--- src/common/spi_pkg.sv ---
package spi_pkg;

    localparam int LANES       = 4;
    localparam int SAMPLE_BITS = 16;
    localparam int SCLK_HALF   = 2;  // system clocks per half period of sclk.

    typedef logic [SAMPLE_BITS-1:0] sample_t;

    // lane 0 sits in the low bits so the struct casts to a sample_t array.
    typedef struct packed {
        sample_t lane3;
        sample_t lane2;
        sample_t lane1;
        sample_t lane0;
    } sample_set_t;

    typedef struct packed {
        logic [LANES-1:0] sclk;
        logic [LANES-1:0] cs;    // active low.
        logic [LANES-1:0] mosi;
    } spi_out_t;

    typedef enum logic [1:0] {
        SPI_IDLE,
        SPI_SHIFT,
        SPI_DONE
    } spi_state_t;

endpackage

--- src/common/link_pkg.sv ---
package link_pkg;

    localparam int BIT_CLKS   = 8;   // system clocks per serial bit.
    localparam int FRAME_BITS = 18;  // start, 16 data bits and stop.

    typedef logic [7:0] byte_t;
    typedef logic [spi_pkg::LANES-1:0] lane_bits_t;

    typedef enum logic {
        TX_IDLE,
        TX_SEND
    } tx_state_t;

    typedef enum logic [1:0] {
        RX_IDLE,
        RX_START,
        RX_DATA,
        RX_STOP
    } rx_state_t;

endpackage

--- src/hw/pin.sv ---
`timescale 1ns/1ps

module pin (
    input  logic [spi_pkg::LANES-1:0]  miso_p,
    input  logic [spi_pkg::LANES-1:0]  miso_n,
    output logic [spi_pkg::LANES-1:0]  mosi_p,
    output logic [spi_pkg::LANES-1:0]  mosi_n,
    output logic [spi_pkg::LANES-1:0]  cs_p,
    output logic [spi_pkg::LANES-1:0]  cs_n,
    output logic [spi_pkg::LANES-1:0]  sclk_p,
    output logic [spi_pkg::LANES-1:0]  sclk_n,

    output logic [spi_pkg::LANES-1:0]  com_txd_p,
    output logic [spi_pkg::LANES-1:0]  com_txd_n,
    input  logic [1:0]                 com_rxd_p,
    input  logic [1:0]                 com_rxd_n,

    input  logic                       fire_p,
    input  logic                       fire_n,

    output logic [spi_pkg::LANES-1:0]  miso,
    input  spi_pkg::spi_out_t          spi_bus,
    input  link_pkg::lane_bits_t       pin_txd,
    output logic                       pin_rxd,
    output logic                       fire_read
);

    logic [1:0] com_rxd;

    // a pair with equal legs has no valid level, so it reads as unknown.
    function automatic logic diff_in(input logic p, input logic n);
        return (p != n) ? p : 1'bx;
    endfunction

    genvar i;
    generate
        for (i = 0; i < spi_pkg::LANES; i++) begin : g_lane
            assign miso[i]      = diff_in(miso_p[i], miso_n[i]);

            assign mosi_p[i]    = spi_bus.mosi[i];
            assign mosi_n[i]    = ~spi_bus.mosi[i];

            assign cs_p[i]      = spi_bus.cs[i];
            assign cs_n[i]      = ~spi_bus.cs[i];

            assign sclk_p[i]    = spi_bus.sclk[i];
            assign sclk_n[i]    = ~spi_bus.sclk[i];

            assign com_txd_p[i] = pin_txd[i];
            assign com_txd_n[i] = ~pin_txd[i];
        end

        for (i = 0; i < 2; i++) begin : g_rxd
            assign com_rxd[i] = diff_in(com_rxd_p[i], com_rxd_n[i]);
        end
    endgenerate

    assign pin_rxd   = com_rxd[0];  // only the first receive lane reaches the core.
    assign fire_read = diff_in(fire_p, fire_n);

endmodule

--- src/spi/spi_array.sv ---
`timescale 1ns/1ps

module spi_array (
    input  logic                       clk,
    input  logic                       reset,
    input  logic                       fire_read,
    input  logic [spi_pkg::LANES-1:0]  miso,
    input  link_pkg::byte_t            cmd_byte,
    input  logic                       tx_busy,
    output spi_pkg::spi_out_t          spi_bus,
    output spi_pkg::sample_set_t       samples,
    output logic                       samples_valid
);

    spi_pkg::spi_state_t                       state;
    logic [$clog2(spi_pkg::SCLK_HALF)-1:0]     half_cnt;
    logic [$clog2(spi_pkg::SAMPLE_BITS)-1:0]   bit_cnt;
    logic                                      sclk;
    logic                                      cs;
    logic                                      fire_prev;
    spi_pkg::sample_t                          mosi_sr;
    spi_pkg::sample_t [spi_pkg::LANES-1:0]     lane_sr;
    logic                                      fire_rise;
    logic                                      half_end;
    logic                                      sclk_rise;

    assign fire_rise = fire_read & ~fire_prev;
    assign half_end  = (half_cnt == spi_pkg::SCLK_HALF - 1);
    assign sclk_rise = (state == spi_pkg::SPI_SHIFT) && half_end && !sclk;

    always_ff @(posedge clk) begin
        if (reset) begin
            state     <= spi_pkg::SPI_IDLE;
            half_cnt  <= '0;
            bit_cnt   <= '0;
            sclk      <= 1'b0;
            cs        <= 1'b1;
            fire_prev <= 1'b0;
            mosi_sr   <= '0;
        end else begin
            fire_prev <= fire_read;
            case (state)
                spi_pkg::SPI_IDLE: begin
                    // a trigger that arrives while the frame is still going out is dropped.
                    if (fire_rise && !tx_busy) begin
                        state    <= spi_pkg::SPI_SHIFT;
                        cs       <= 1'b0;
                        half_cnt <= '0;
                        bit_cnt  <= '0;
                        mosi_sr  <= {cmd_byte, 8'h00};
                    end
                end
                spi_pkg::SPI_SHIFT: begin
                    half_cnt <= half_end ? '0 : half_cnt + 1'b1;
                    if (half_end) begin
                        sclk <= ~sclk;
                        if (sclk) begin  // falling edge.
                            mosi_sr <= {mosi_sr[spi_pkg::SAMPLE_BITS-2:0], 1'b0};
                            bit_cnt <= bit_cnt + 1'b1;
                            if (bit_cnt == spi_pkg::SAMPLE_BITS - 1) begin
                                state <= spi_pkg::SPI_DONE;
                                cs    <= 1'b1;
                            end
                        end
                    end
                end
                spi_pkg::SPI_DONE: begin
                    state <= spi_pkg::SPI_IDLE;
                end
                default: begin
                    state <= spi_pkg::SPI_IDLE;
                end
            endcase
        end
    end

    // every lane captures its own MISO on the rising edge of the shared sclk.
    always_ff @(posedge clk) begin
        if (sclk_rise) begin
            for (int i = 0; i < spi_pkg::LANES; i++) begin
                lane_sr[i] <= {lane_sr[i][spi_pkg::SAMPLE_BITS-2:0], miso[i]};
            end
        end
    end

    always_comb begin
        spi_bus.sclk = {spi_pkg::LANES{sclk}};
        spi_bus.cs   = {spi_pkg::LANES{cs}};
        spi_bus.mosi = {spi_pkg::LANES{mosi_sr[spi_pkg::SAMPLE_BITS-1]}};
    end

    assign samples       = spi_pkg::sample_set_t'(lane_sr);
    assign samples_valid = (state == spi_pkg::SPI_DONE);  // one cycle, with cs already high.

endmodule

--- src/link/frame_tx.sv ---
`timescale 1ns/1ps

module frame_tx (
    input  logic                  clk,
    input  logic                  reset,
    input  spi_pkg::sample_set_t  samples,
    input  logic                  samples_valid,
    output link_pkg::lane_bits_t  pin_txd,
    output logic                  tx_busy
);

    link_pkg::tx_state_t                                    state;
    logic [$clog2(link_pkg::BIT_CLKS)-1:0]                  bit_timer;
    logic [$clog2(link_pkg::FRAME_BITS)-1:0]                bit_cnt;
    logic [spi_pkg::LANES-1:0][link_pkg::FRAME_BITS-1:0]    frame;
    spi_pkg::sample_t [spi_pkg::LANES-1:0]                  lane_data;
    logic                                                   bit_end;

    assign lane_data = samples;
    assign bit_end   = (bit_timer == link_pkg::BIT_CLKS - 1);

    always_ff @(posedge clk) begin
        if (reset) begin
            state     <= link_pkg::TX_IDLE;
            bit_timer <= '0;
            bit_cnt   <= '0;
            frame     <= '1;  // the lines idle high.
        end else begin
            case (state)
                link_pkg::TX_IDLE: begin
                    if (samples_valid) begin
                        state     <= link_pkg::TX_SEND;
                        bit_timer <= '0;
                        bit_cnt   <= '0;
                        for (int i = 0; i < spi_pkg::LANES; i++) begin
                            frame[i] <= {1'b0, lane_data[i], 1'b1};
                        end
                    end
                end
                link_pkg::TX_SEND: begin
                    bit_timer <= bit_end ? '0 : bit_timer + 1'b1;
                    if (bit_end) begin
                        // ones shift in behind the stop bit, so the lane is idle when done.
                        for (int i = 0; i < spi_pkg::LANES; i++) begin
                            frame[i] <= {frame[i][link_pkg::FRAME_BITS-2:0], 1'b1};
                        end
                        bit_cnt <= bit_cnt + 1'b1;
                        if (bit_cnt == link_pkg::FRAME_BITS - 1) begin
                            state <= link_pkg::TX_IDLE;
                        end
                    end
                end
                default: begin
                    state <= link_pkg::TX_IDLE;
                end
            endcase
        end
    end

    always_comb begin
        for (int i = 0; i < spi_pkg::LANES; i++) begin
            pin_txd[i] = frame[i][link_pkg::FRAME_BITS-1];
        end
    end

    assign tx_busy = (state == link_pkg::TX_SEND);

endmodule

--- src/link/cmd_rx.sv ---
`timescale 1ns/1ps

module cmd_rx (
    input  logic             clk,
    input  logic             reset,
    input  logic             pin_rxd,
    output link_pkg::byte_t  cmd_byte
);

    link_pkg::rx_state_t                         state;
    logic                                        rxd_meta;
    logic                                        rxd_sync;
    logic                                        rxd_prev;
    logic [$clog2(link_pkg::BIT_CLKS)-1:0]       timer;
    logic [$clog2($bits(link_pkg::byte_t))-1:0]  bit_cnt;
    link_pkg::byte_t                             shift;
    logic                                        mid_start;
    logic                                        bit_end;

    assign mid_start = (timer == link_pkg::BIT_CLKS / 2 - 1);
    assign bit_end   = (timer == link_pkg::BIT_CLKS - 1);

    always_ff @(posedge clk) begin
        if (reset) begin
            state    <= link_pkg::RX_IDLE;
            rxd_meta <= 1'b1;
            rxd_sync <= 1'b1;
            rxd_prev <= 1'b1;
            timer    <= '0;
            bit_cnt  <= '0;
            cmd_byte <= '0;
        end else begin
            rxd_meta <= pin_rxd;
            rxd_sync <= rxd_meta;
            rxd_prev <= rxd_sync;
            timer    <= timer + 1'b1;
            case (state)
                link_pkg::RX_IDLE: begin
                    timer <= '0;
                    if (rxd_prev && !rxd_sync) state <= link_pkg::RX_START;
                end
                link_pkg::RX_START: begin
                    if (mid_start) begin
                        // a glitch shorter than half a bit is not a start bit.
                        state   <= rxd_sync ? link_pkg::RX_IDLE : link_pkg::RX_DATA;
                        timer   <= '0;
                        bit_cnt <= '0;
                    end
                end
                link_pkg::RX_DATA: begin
                    if (bit_end) begin
                        bit_cnt <= bit_cnt + 1'b1;
                        if (bit_cnt == $bits(link_pkg::byte_t) - 1) state <= link_pkg::RX_STOP;
                    end
                end
                link_pkg::RX_STOP: begin
                    if (bit_end) begin
                        if (rxd_sync) cmd_byte <= shift;  // a framing error keeps the old byte.
                        state <= link_pkg::RX_IDLE;
                    end
                end
                default: state <= link_pkg::RX_IDLE;
            endcase
        end
    end

    // data arrives lsb first.
    always_ff @(posedge clk) begin
        if (state == link_pkg::RX_DATA && bit_end) shift <= {rxd_sync, shift[7:1]};
    end

endmodule

--- src/hw/sensor_link_top.sv ---
`timescale 1ns/1ps

module sensor_link_top (
    input  logic                       clk,
    input  logic                       reset,
    input  logic [spi_pkg::LANES-1:0]  miso_p,
    input  logic [spi_pkg::LANES-1:0]  miso_n,
    output logic [spi_pkg::LANES-1:0]  mosi_p,
    output logic [spi_pkg::LANES-1:0]  mosi_n,
    output logic [spi_pkg::LANES-1:0]  cs_p,
    output logic [spi_pkg::LANES-1:0]  cs_n,
    output logic [spi_pkg::LANES-1:0]  sclk_p,
    output logic [spi_pkg::LANES-1:0]  sclk_n,
    output logic [spi_pkg::LANES-1:0]  com_txd_p,
    output logic [spi_pkg::LANES-1:0]  com_txd_n,
    input  logic [1:0]                 com_rxd_p,
    input  logic [1:0]                 com_rxd_n,
    input  logic                       fire_p,
    input  logic                       fire_n
);

    logic [spi_pkg::LANES-1:0]  miso;
    spi_pkg::spi_out_t          spi_bus;
    link_pkg::lane_bits_t       pin_txd;
    logic                       pin_rxd;
    logic                       fire_read;
    spi_pkg::sample_set_t       samples;
    logic                       samples_valid;
    logic                       tx_busy;
    link_pkg::byte_t            cmd_byte;

    pin u_pin (
        .miso_p(miso_p), .miso_n(miso_n), .mosi_p(mosi_p), .mosi_n(mosi_n),
        .cs_p(cs_p), .cs_n(cs_n), .sclk_p(sclk_p), .sclk_n(sclk_n),
        .com_txd_p(com_txd_p), .com_txd_n(com_txd_n),
        .com_rxd_p(com_rxd_p), .com_rxd_n(com_rxd_n),
        .fire_p(fire_p), .fire_n(fire_n),
        .miso(miso), .spi_bus(spi_bus), .pin_txd(pin_txd),
        .pin_rxd(pin_rxd), .fire_read(fire_read)
    );

    spi_array u_spi_array (
        .clk(clk), .reset(reset), .fire_read(fire_read), .miso(miso),
        .cmd_byte(cmd_byte), .tx_busy(tx_busy), .spi_bus(spi_bus),
        .samples(samples), .samples_valid(samples_valid)
    );

    frame_tx u_frame_tx (
        .clk(clk), .reset(reset), .samples(samples), .samples_valid(samples_valid),
        .pin_txd(pin_txd), .tx_busy(tx_busy)
    );

    cmd_rx u_cmd_rx (.clk(clk), .reset(reset), .pin_rxd(pin_rxd), .cmd_byte(cmd_byte));

endmodule

--- config.mk ---
export PLATFORM = sky130hd
export DESIGN_NAME = sensor_link_top
export DESIGN_NICKNAME = d
export VERILOG_FILES = /design/src/common/spi_pkg.sv /design/src/common/link_pkg.sv /design/src/hw/pin.sv /design/src/spi/spi_array.sv /design/src/link/frame_tx.sv /design/src/link/cmd_rx.sv /design/src/hw/sensor_link_top.sv
export SDC_FILE = /design/constraint.sdc
export NUM_CORES = 1
export LEC_CHECK = 0
export BUFFER_PORTS_ARGS = -buffer_cell sky130_fd_sc_hd__buf_2
export CORE_MARGIN = 4
export CORE_UTILIZATION = 60
export DETAILED_ROUTE_END_ITERATION = 8
export GPL_ROUTABILITY_DRIVEN = 0
export GPL_TIMING_DRIVEN = 0
export PLACE_DENSITY = 0.75
export SYNTH_ARGS = -nofsm -noshare
export SYNTH_HDL_FRONTEND = slang
export SYNTH_SLANG_ARGS = --single-unit
--- constraint.sdc ---
create_clock -name clk -period 6.2 [get_ports clk]
set_clock_uncertainty 0.15 [all_clocks]
set_input_delay 1.24 -clock clk [delete_from_list [all_inputs] [get_ports clk]]
set_output_delay 1.24 -clock clk [all_outputs]
set_load 0.01 [all_outputs]
==> metrics.yaml, run 1 <==
start_kind: "flop"
pwr-share-seq_pct: 54.3
drt_iter0_markers: 374
comb_power_share_pct: 4.8
cts.repair.resized: 0
core_area_um2: 12210
slew_violations: 0
finalCritPeriodShare_pct: 45.36
switching_share_pct: 20.79
synth_nets: 734
worstPathRequired_ns: 6.16
syn_area_um2: 7597
clkTransAtPathRegs_ns: 0.06
drtAntennaViolNets: 0
area_growth_syn_to_layout_pct: 12.55
p_int_mw: 1.886
multi_input_area_um2: 2724
synth.area.mux_share_pct: 1.466
nets: 792
drt_pass1_iterations: 5
diodes: 0
clockBufferDepth: 2
critPathCaptureType: "flop"
switching_power_mw: 0.4950
antenna_found_initial: 0
synth_top_family_by_area: "compound AO/OA/AOI/OAI gates"
setup_violations: 0
yosys.area_share.simple_pct: 15.60
yosysWarnings: 0
avgSynthCellArea_um2: 10.81
post-place-ws_ns: 3.398
rsz0062_at_grt: "false"
cts_tree: "built"
hold_path_class: "reg -> reg"
remaining_drc_errors: 0
grt_pass1_vias: 5099
placed_area_um2: 8025
maxCapViolCount: 0
cts_hold_buf: 0
numClockSinks: 186
fmax_mhz: 355.6
synth-xor-area-share_pct: 0.5764
grt_max_degree: 36
hold_slack_ns: 0.2757
p_leak_nw: 3.479
grt_pass1_wl_um: 24530
path_cells: "buf_2, nor2b_1, clkbuf_1, nand2_1, nor2_4, buf_12"
ys_types: 44
clk_latency_ns: 0.43
grt_util_all_layers_pct: 21.41
total_power_mw: 2.381
via_per_inst: 5.515
cp_data_arrival_time_ns: 2.77
drive_gt1_share_pct: 13.95
slowest_delay_ns: 0.77
path_class: "reg -> reg"
period_needed_ns: 2.812
clockRootBuffer: "clkbuf_16"
cts_setup_buffers: 0
dieArea_um2: 14530
die_h_um: 120.5
slowest_stage: "nor2_4"
tightest_slew_ns: 0.9793
p_clk_share_pct: 40.9
drt_wl_total_um: 14980
maxSlewHeadroom_pct: 34.56
floorplan.initialDensity_pct: 62.21
gr-total-overflow: 0
dp_cells: 910
final.setup.tns_ns: 0
cts-buffers-inserted: 17
io-pin-count: 48
cts_htree_levels: 4
utilization_pct: 70.02
final_cell_area_um2: 8551
synth_seq_cells: 186
power.density_nw_per_um2: 278.5
finalWorstSetupSlack_ns: 3.388
chipWidth_um: 120.5
io_buffers: 38
final_cells: 942
fill_cells: 917
regArea_um2: 4444
worstPathMaxFanout: 35
syn_inst: 703
routedWlPerCell_um: 15.90
synth_compound_area_share_pct: 15.65
dr_total_vias: 5195
run_status: "completed"
place_hpwl_um: 10060
ir_drop_mv: 0.2068
hold_viol_final: 0
synthAdderAreaFrac_pct: 2.470
row_count: 40
seq_area_frac_synth_pct: 58.50
==> power by group through the flow <==
stage	Clock, mW	Combinational (mW)	Sequential [mW]
after floorplan	0	0.0823	1.32
after global placement	0	0.108	1.32
after detailed placement	0	0.114	1.32
after CTS	0.989	0.115	1.29
after global routing	1.05	0.124	1.29
final	0.974	0.114	1.29
==> worst max-delay path: cells and delay by family (launching register included) <==
| family | cells | cell delay, ns |
|---|---|---|
| AND/OR/NAND/NOR | 3 | 1.18 |
| buffers and inverters | 3 | 0.83 |
| flip-flops | 1 | 0.30 |
==> cells in the mapped netlist <==
library cell	number	area, µm²
a211oi_1	61	457.9
a21o_1	1	7.510
a21oi_1	15	75.07
a21oi_4	1	16.27
a22oi_1	2	15.01
a311oi_1	4	35.03
a311oi_2	3	45.04
a31oi_1	2	12.51
and2_1	3	18.77
and3_1	3	18.77
buf_1	3	11.26
buf_2	10	50.05
buf_4	25	187.7
buf_6	1	11.26
clkbuf_1	32	120.1
dfxtp_1	114	2282
edfxtp_1	72	2162
ha_1	15	187.7
inv_1	15	56.30
mux2_2	1	11.26
mux2i_1	10	100.1
nand2_1	33	123.9
nand2b_1	5	31.28
nand3_1	10	50.05
nand3b_1	5	37.54
nand4_1	2	12.51
nor2_1	94	352.8
nor2b_1	64	400.4
nor3_1	9	45.04
nor3b_1	3	22.52
nor4_1	2	12.51
nor4bb_1	1	10.01
o2111ai_1	1	8.760
o21a_1	1	7.510
o21ai_0	4	20.02
o21bai_1	61	457.9
o31ai_1	4	30.03
or2_2	2	12.51
or2b_1	1	7.510
or3_1	1	6.260
or3b_1	1	8.760
or4b_4	1	13.76
xnor2_1	3	26.28
xor2_1	2	17.52
==> cell usage in the layout (no fill, tap or decap), types with 17 or more instances in the layout <==
master | Yosys | routed
nor2b_1 | 64 | 64
buf_2 | 10 | 48
clkbuf_1 | 32 | 39
dfxtp_1 | 114 | 114
o21bai_1 | 61 | 61
buf_4 | 25 | 25
edfxtp_1 | 72 | 72
clkbuf_16 | 0 | 17
a211oi_1 | 61 | 61
nand2_1 | 33 | 33
nor2_1 | 94 | 93
==> cells by family after synthesis <==
| kind of cell | count (synthesis) |
|---|---|
| AND/OR/NAND/NOR | 240 |
| flip-flops | 186 |
| AO/OA/AOI/OAI | 160 |
| buffers and inverters | 86 |
| adder cells (fa/ha/maj) | 15 |
| multiplexers | 11 |
| XOR/XNOR | 5 |
==> layer usage <==
| metal | global-route usage [%] | vias up | part of all wire (%) |
|---|---|---|---|
| met5 | 0 | - | 0 |
| met4 | 7.720 | 0 | 2.1 |
| met3 | 5.239 | 27 | 4.3 |
| met2 | 35.94 | 113 | 50 |
| met1 | 27.01 | 2494 | 44 |
| li1 | - | 2561 | - |
==> flip-flops by register name, summed over array words and instances (netlist names), 2 cells and up, named ones only <==
signal and cells:
u_frame_tx.bit_cnt 5, u_cmd_rx.cmd_byte 8, u_spi_array.bit_cnt 4, u_frame_tx.bit_timer 3, u_cmd_rx.shift 8, u_frame_tx.frame 64, u_cmd_rx.timer 3, u_spi_array.mosi_sr 8
u_spi_array.samples 64, u_frame_tx.pin_txd 4, u_cmd_rx.bit_cnt 3, u_spi_array.state 2
==> cell type report <==
cell class | instances | area share (%)
multi-input cells | 431 | 31.86
plain buffers | 71 | 4.448
repair buffers | 39 | 2.458
flip-flops and latches | 186 | 51.98
clock inverters | 4 | 0.2195
clock buffers | 28 | 5.926
well taps | 168 | 2.458
inverters | 15 | 0.6585
==> worst paths after layout <==
check                       startpoint                endpoint  slack [ns]  cells after the start
setup reg to reg  u_spi_array.state[1]  u_spi_array.samples[5]        3.39                      6
setup / recovery  u_spi_array.state[1]  u_spi_array.samples[5]        3.39                      6
hold / removal       u_cmd_rx.rxd_meta       u_cmd_rx.rxd_sync        0.28                      1
hold reg to reg      u_cmd_rx.rxd_meta       u_cmd_rx.rxd_sync        0.28                      1
Note: power is estimated with default switching activity, not from simulation.
==> run 2: changes to the inputs <==
--- a/config.mk
+++ b/config.mk
@@ -7,11 +7,11 @@
 export LEC_CHECK = 0
 export BUFFER_PORTS_ARGS = -buffer_cell sky130_fd_sc_hd__buf_2
 export CORE_MARGIN = 4
-export CORE_UTILIZATION = 60
+export CORE_UTILIZATION = 54
 export DETAILED_ROUTE_END_ITERATION = 8
 export GPL_ROUTABILITY_DRIVEN = 0
 export GPL_TIMING_DRIVEN = 0
-export PLACE_DENSITY = 0.75
+export PLACE_DENSITY = 0.71
 export SYNTH_ARGS = -nofsm -noshare
 export SYNTH_HDL_FRONTEND = slang
 export SYNTH_SLANG_ARGS = --single-unit
==> constraint.sdc (replaced) <==
create_clock -name clk -period 2.3 [get_ports clk]
set_clock_uncertainty 0.15 [all_clocks]
set_input_delay 0.46 -clock clk [delete_from_list [all_inputs] [get_ports clk]]
set_output_delay 0.46 -clock clk [all_outputs]
set_load 0.01 [all_outputs]
==> metrics.yaml, run 2 (synthesized netlist as in run 1, its figures left out) <==
setup_violations: 0
post-place-ws_ns: -0.1819
dieArea_um2: 16030
io_buffers: 38
hold_viol_final: 0
run_status: "completed"
drt_iter0_markers: 394
fmax_mhz: 461.7
worstReg2RegStart: "u_spi_array.state[0]"
dp_cells: 922
rsz0062_at_grt: "false"
maxCapViolCount: 0
slew_violations: 0
dr_total_vias: 5217
clockBufferDepth: 2
r2r_end: "u_spi_array.samples[17]"
finalWorstSetupSlack_ns: 0.1341
reg2reg_depth: 5
worstPathMaxFanout: 34
core_area_um2: 13830
multi_input_area_um2: 2758
cts_htree_levels: 4
die_h_um: 126.6
final_cells: 954
maxSlewHeadroom_pct: 48.38
floorplan.initialDensity_pct: 54.95
p_leak_nw: 3.536
clkTransAtPathRegs_ns: 0.06
cts_tree: "built"
drt_wl_total_um: 15030
antenna_found_initial: 0
grt_max_degree: 35
most-common-layout-cells: "dfxtp_1, nor2_1, edfxtp_1"
regArea_um2: 4446
clk_latency_ns: 0.43
cp_data_arrival_time_ns: 2.13
grt_pass1_wl_um: 25400
ir_drop_mv: 0.6894
path_class: "reg -> reg"
drt_pass1_iterations: 6
grt_util_all_layers_pct: 19.64
fill_cells: 1083
drive_gt1_share_pct: 15.89
power.density_nw_per_um2: 761.5
chipWidth_um: 126.6
gr-total-overflow: 0
drtAntennaViolNets: 0
start_kind: "flop"
cts-buffers-inserted: 17
routedWlPerCell_um: 15.75
worstPathRequired_ns: 2.27
grt_pass1_vias: 5244
io-pin-count: 48
critPathCapture: "u_spi_array.samples[17]"
nets: 792
place_hpwl_um: 10040
remaining_drc_errors: 0
numClockSinks: 186
finalCritPeriodShare_pct: 94.17
hold_path_class: "in -> reg"
cp-startpoint: "u_spi_array.state[0]"
final_cell_area_um2: 8665
period_needed_ns: 2.166
via_per_inst: 5.469
area_growth_syn_to_layout_pct: 14.05
final_common_cell: "dfxtp_1"
placed_area_um2: 8068
clockRootBuffer: "clkbuf_16"
critPathCaptureType: "flop"
r2r_slack_ns: 0.13
diodes: 0
row_count: 43
cts_setup_buffers: 0
tightest_slew_ns: 0.7735
[run 2: changes by cell type in the layout (fill, tap and decap cells not counted), moves of 2 or more]
cell / previous run / this run
clkbuf_8: 4 / 7
clkbuf_2: 0 / 6
clkbuf_1: 39 / 32
clkinv_2: 3 / 1
[run 2: where the power goes]
| group | internal (mW) | total (mW) | switching, mW |
|---|---|---|---|
| registers | 3.46 | 3.49 | 0.0338 |
| clock network | 1.67 | 2.80 | 1.13 |
| logic | 0.144 | 0.312 | 0.167 |
| total | 5.27 | 6.60 | 1.33 |
[run 2: worst min path at each step]
stage | from | endpoint | depth (start not counted)
final | miso_p[1] | u_spi_array.samples[16] | 1
after global routing | miso_p[1] | u_spi_array.samples[16] | 1
after CTS | miso_p[3] | u_spi_array.samples[48] | 1
after detailed placement | u_cmd_rx.rxd_meta | u_cmd_rx.rxd_sync | 1
after global placement | u_cmd_rx.rxd_meta | u_cmd_rx.rxd_sync | 1
after floorplan | u_cmd_rx.rxd_meta | u_cmd_rx.rxd_sync | 1
[run 2: worst max-delay path, stage by stage, from the launching register on]
cell and delay (ns):
dfxtp_2 0.40, nor2b_4 0.19, clkbuf_8 0.17, nand2_2 0.12
nor2_4 0.51, buf_12 0.30
[run 2: layer usage]
layer / global-route usage, % / routed length (µm)
met5: 0 / 0
met2: 32.88 / 7460
met3: 4.379 / 472
met4: 7.445 / 352
met1: 24.97 / 6739
[run 2: layout make-up]
| type | instances | area share [%] |
|---|---|---|
| plain buffers | 70 | 4.621 |
| clock buffers | 30 | 6.166 |
| clock inverters | 2 | 0.4043 |
| inverters | 15 | 0.6498 |
| multi-input cells | 432 | 31.83 |
| flip-flops and latches | 186 | 51.31 |
| well taps | 180 | 2.599 |
| repair buffers | 39 | 2.426 |
[run 2: timing repair]
action,in CTS,in global routing
hold buffers,0,0
endpoints found under the setup margin,94,61
cloned,1,0
pin swaps,1,0
gates resized for setup,2,12
[run 2: stage by stage]
stage,hold WS [ns],util (%),power (mW),setup TNS [ns]
floorplan,0.2395,-,3.777,0
global placement,0.2481,58.20,3.854,-31.87
detailed placement,0.2509,58.35,3.872,-11.18
CTS,0.04002,62.54,6.651,-0.6388
global route,0.03950,62.66,6.839,0
finish,0.05567,62.66,6.598,0
==> run 3: changes to the inputs <==
--- a/config.mk
+++ b/config.mk
@@ -15,3 +15,4 @@
 export SYNTH_ARGS = -nofsm -noshare
 export SYNTH_HDL_FRONTEND = slang
 export SYNTH_SLANG_ARGS = --single-unit
+export TNS_END_PERCENT = 20
==> constraint.sdc (replaced) <==
create_clock -name clk -period 2.3 [get_ports clk]
set_clock_uncertainty 0.15 [all_clocks]
set_input_delay 0.345 -clock clk [delete_from_list [all_inputs] [get_ports clk]]
set_output_delay 0.345 -clock clk [all_outputs]
set_load 0.1 [all_outputs]
==> metrics.yaml, run 3 (synthesized netlist as in run 1, its figures left out) <==
most-common-layout-cells: "dfxtp_1, nor2_1, edfxtp_1"
die_h_um: 126.6
clkTransAtPathRegs_ns: 0.06
remaining_drc_errors: 0
fmax_mhz: 462.9
hp-start: "fire_p"
maxCapViolCount: 0
regArea_um2: 4446
total_power_mw: 6.805
clockRootBuffer: "clkbuf_16"
gr-total-overflow: 0
cp_data_arrival_time_ns: 2.13
hold_path_end: "u_spi_array.fire_prev"
slew_violations: 0
maxSlewHeadroom_pct: 48.15
cts_htree_levels: 4
comb_power_share_pct: 7.6
io-pin-count: 48
ir_drop_mv: 0.6895
via_per_inst: 5.458
dieArea_um2: 16030
drt_iter0_markers: 394
critPathCaptureType: "flop"
setup_violations: 0
drtAntennaViolNets: 0
dr_total_vias: 5234
rsz0062_at_grt: "false"
worstHoldPathCells: 2
p_leak_nw: 3.557
worstPathMaxFanout: 34
row_count: 43
routedWlPerCell_um: 15.67
switching_share_pct: 22.53
multi_input_area_um2: 2758
reg2reg_depth: 5
p_clk_share_pct: 41.1
p_int_mw: 5.272
worstPathRequired_ns: 2.27
cts-buffers-inserted: 17
drt_wl_total_um: 15030
cts_setup_buffers: 0
start_kind: "flop"
hold_viol_final: 0
hold_slack_ns: 0.03650
final_common_cell: "dfxtp_1"
grt_pass1_wl_um: 25380
drive_gt1_share_pct: 15.79
run_status: "completed"
place_hpwl_um: 10040
core_area_um2: 13830
tightest_slew_ns: 0.7769
floorplan.initialDensity_pct: 54.95
cts_tree: "built"
path_class: "reg -> reg"
grt_max_degree: 35
area_growth_syn_to_layout_pct: 14.71
switching_power_mw: 1.533
pwr-share-seq_pct: 51.3
grt_pass1_vias: 5250
hold_path_class: "in -> reg"
power.density_nw_per_um2: 780.8
diodes: 0
fill_cells: 1077
io_buffers: 38
finalCritPeriodShare_pct: 93.93
clk_latency_ns: 0.43
worstReg2RegStart: "u_spi_array.state[0]"
period_needed_ns: 2.160
chipWidth_um: 126.6
antenna_found_initial: 0
drt_pass1_iterations: 5
grt_util_all_layers_pct: 19.63
numClockSinks: 186
r2r_end: "u_spi_array.samples[17]"
r2r_slack_ns: 0.14
clockBufferDepth: 2
nets: 797
## run 3: cell count changes in the layout (fill, tap and decap cells not counted), sizes merged
cell | previous run | this run
dlygate4sd3 | 0 | 5
## run 3: routing by layer
| layer | track usage (%) | vias to the layer above | share of wire (%) |
|---|---|---|---|
| met5 | 0 | - | 0 |
| met4 | 7.445 | 0 | 2.1 |
| met3 | 4.379 | 25 | 3.2 |
| met2 | 32.81 | 83 | 50 |
| met1 | 24.99 | 2553 | 45 |
| li1 | - | 2573 | - |
## run 3: worst max path at each step
stage / from / end / slack (ns) / cells after the start
4_1_cts: u_frame_tx.bit_timer[0] / u_frame_tx.frame[50] / -0.04 / 8
5_1_grt: u_frame_tx.tx_busy / u_frame_tx.frame[26] / 0.03 / 5
6_report: u_spi_array.state[0] / u_spi_array.samples[17] / 0.14 / 5
3_3_place_gp: u_spi_array.state[1] / u_spi_array.samples[26] / -0.47 / 5
2_1_floorplan: u_spi_array.state[1] / u_spi_array.samples[0] / 0.002 / 5
3_5_place_dp: u_frame_tx.bit_timer[0] / u_frame_tx.frame[27] / -0.18 / 8
## run 3: power by group through the flow
stage | sequential, mW | combinational (mW) | clock, mW
detailed placement | 3.56 | 0.513 | 0
global placement | 3.56 | 0.497 | 0
CTS | 3.49 | 0.522 | 2.85
global route | 3.49 | 0.550 | 3.00
finish | 3.49 | 0.520 | 2.80
floorplan | 3.55 | 0.430 | 0
## run 3: critical path, cell delays in order (launching register included)
cell and delay (ns):
dfxtp_2 0.40, nor2b_4 0.19, clkbuf_8 0.17, nand2_2 0.12, nor2_4 0.50, buf_12 0.30
## run 3: what timing repair did
action                     in CTS  in global routing
setup endpoints to repair      94                 61
cloned                          1                  0
hold endpoints to repair        5                  0
resized for setup               2                 12
hold buffers                    5                  0
pin swaps                       1                  0
## run 3: layout make-up
class / count / share of cell area [%]
Sequential cell: 186 / 51.01
Multi-Input combinational cell: 432 / 31.64
Clock buffer: 30 / 6.131
Buffer: 70 / 4.594
Timing Repair Buffer: 44 / 2.986
Tap cell: 180 / 2.584
Inverter: 15 / 0.6461
Clock inverter: 2 / 0.4020
## run 3: per-stage QoR
| stage | TNS [ns] | instance area (µm²) | instances | setup slack [ns] | utilization (%) |
|---|---|---|---|---|---|
| finish | 0 | 8715 | 959 | 0.1395 | 63.03 |
| global route | 0 | 8715 | 959 | 0.02595 | 63.03 |
| CTS | -0.6388 | 8697 | 960 | -0.04001 | 62.90 |
| detailed placement | -11.18 | 8068 | 922 | -0.1819 | 58.35 |
| global placement | -31.87 | 8048 | 921 | -0.4747 | 58.20 |
| floorplan | 0 | 7632 | 703 | 0.002336 | - |
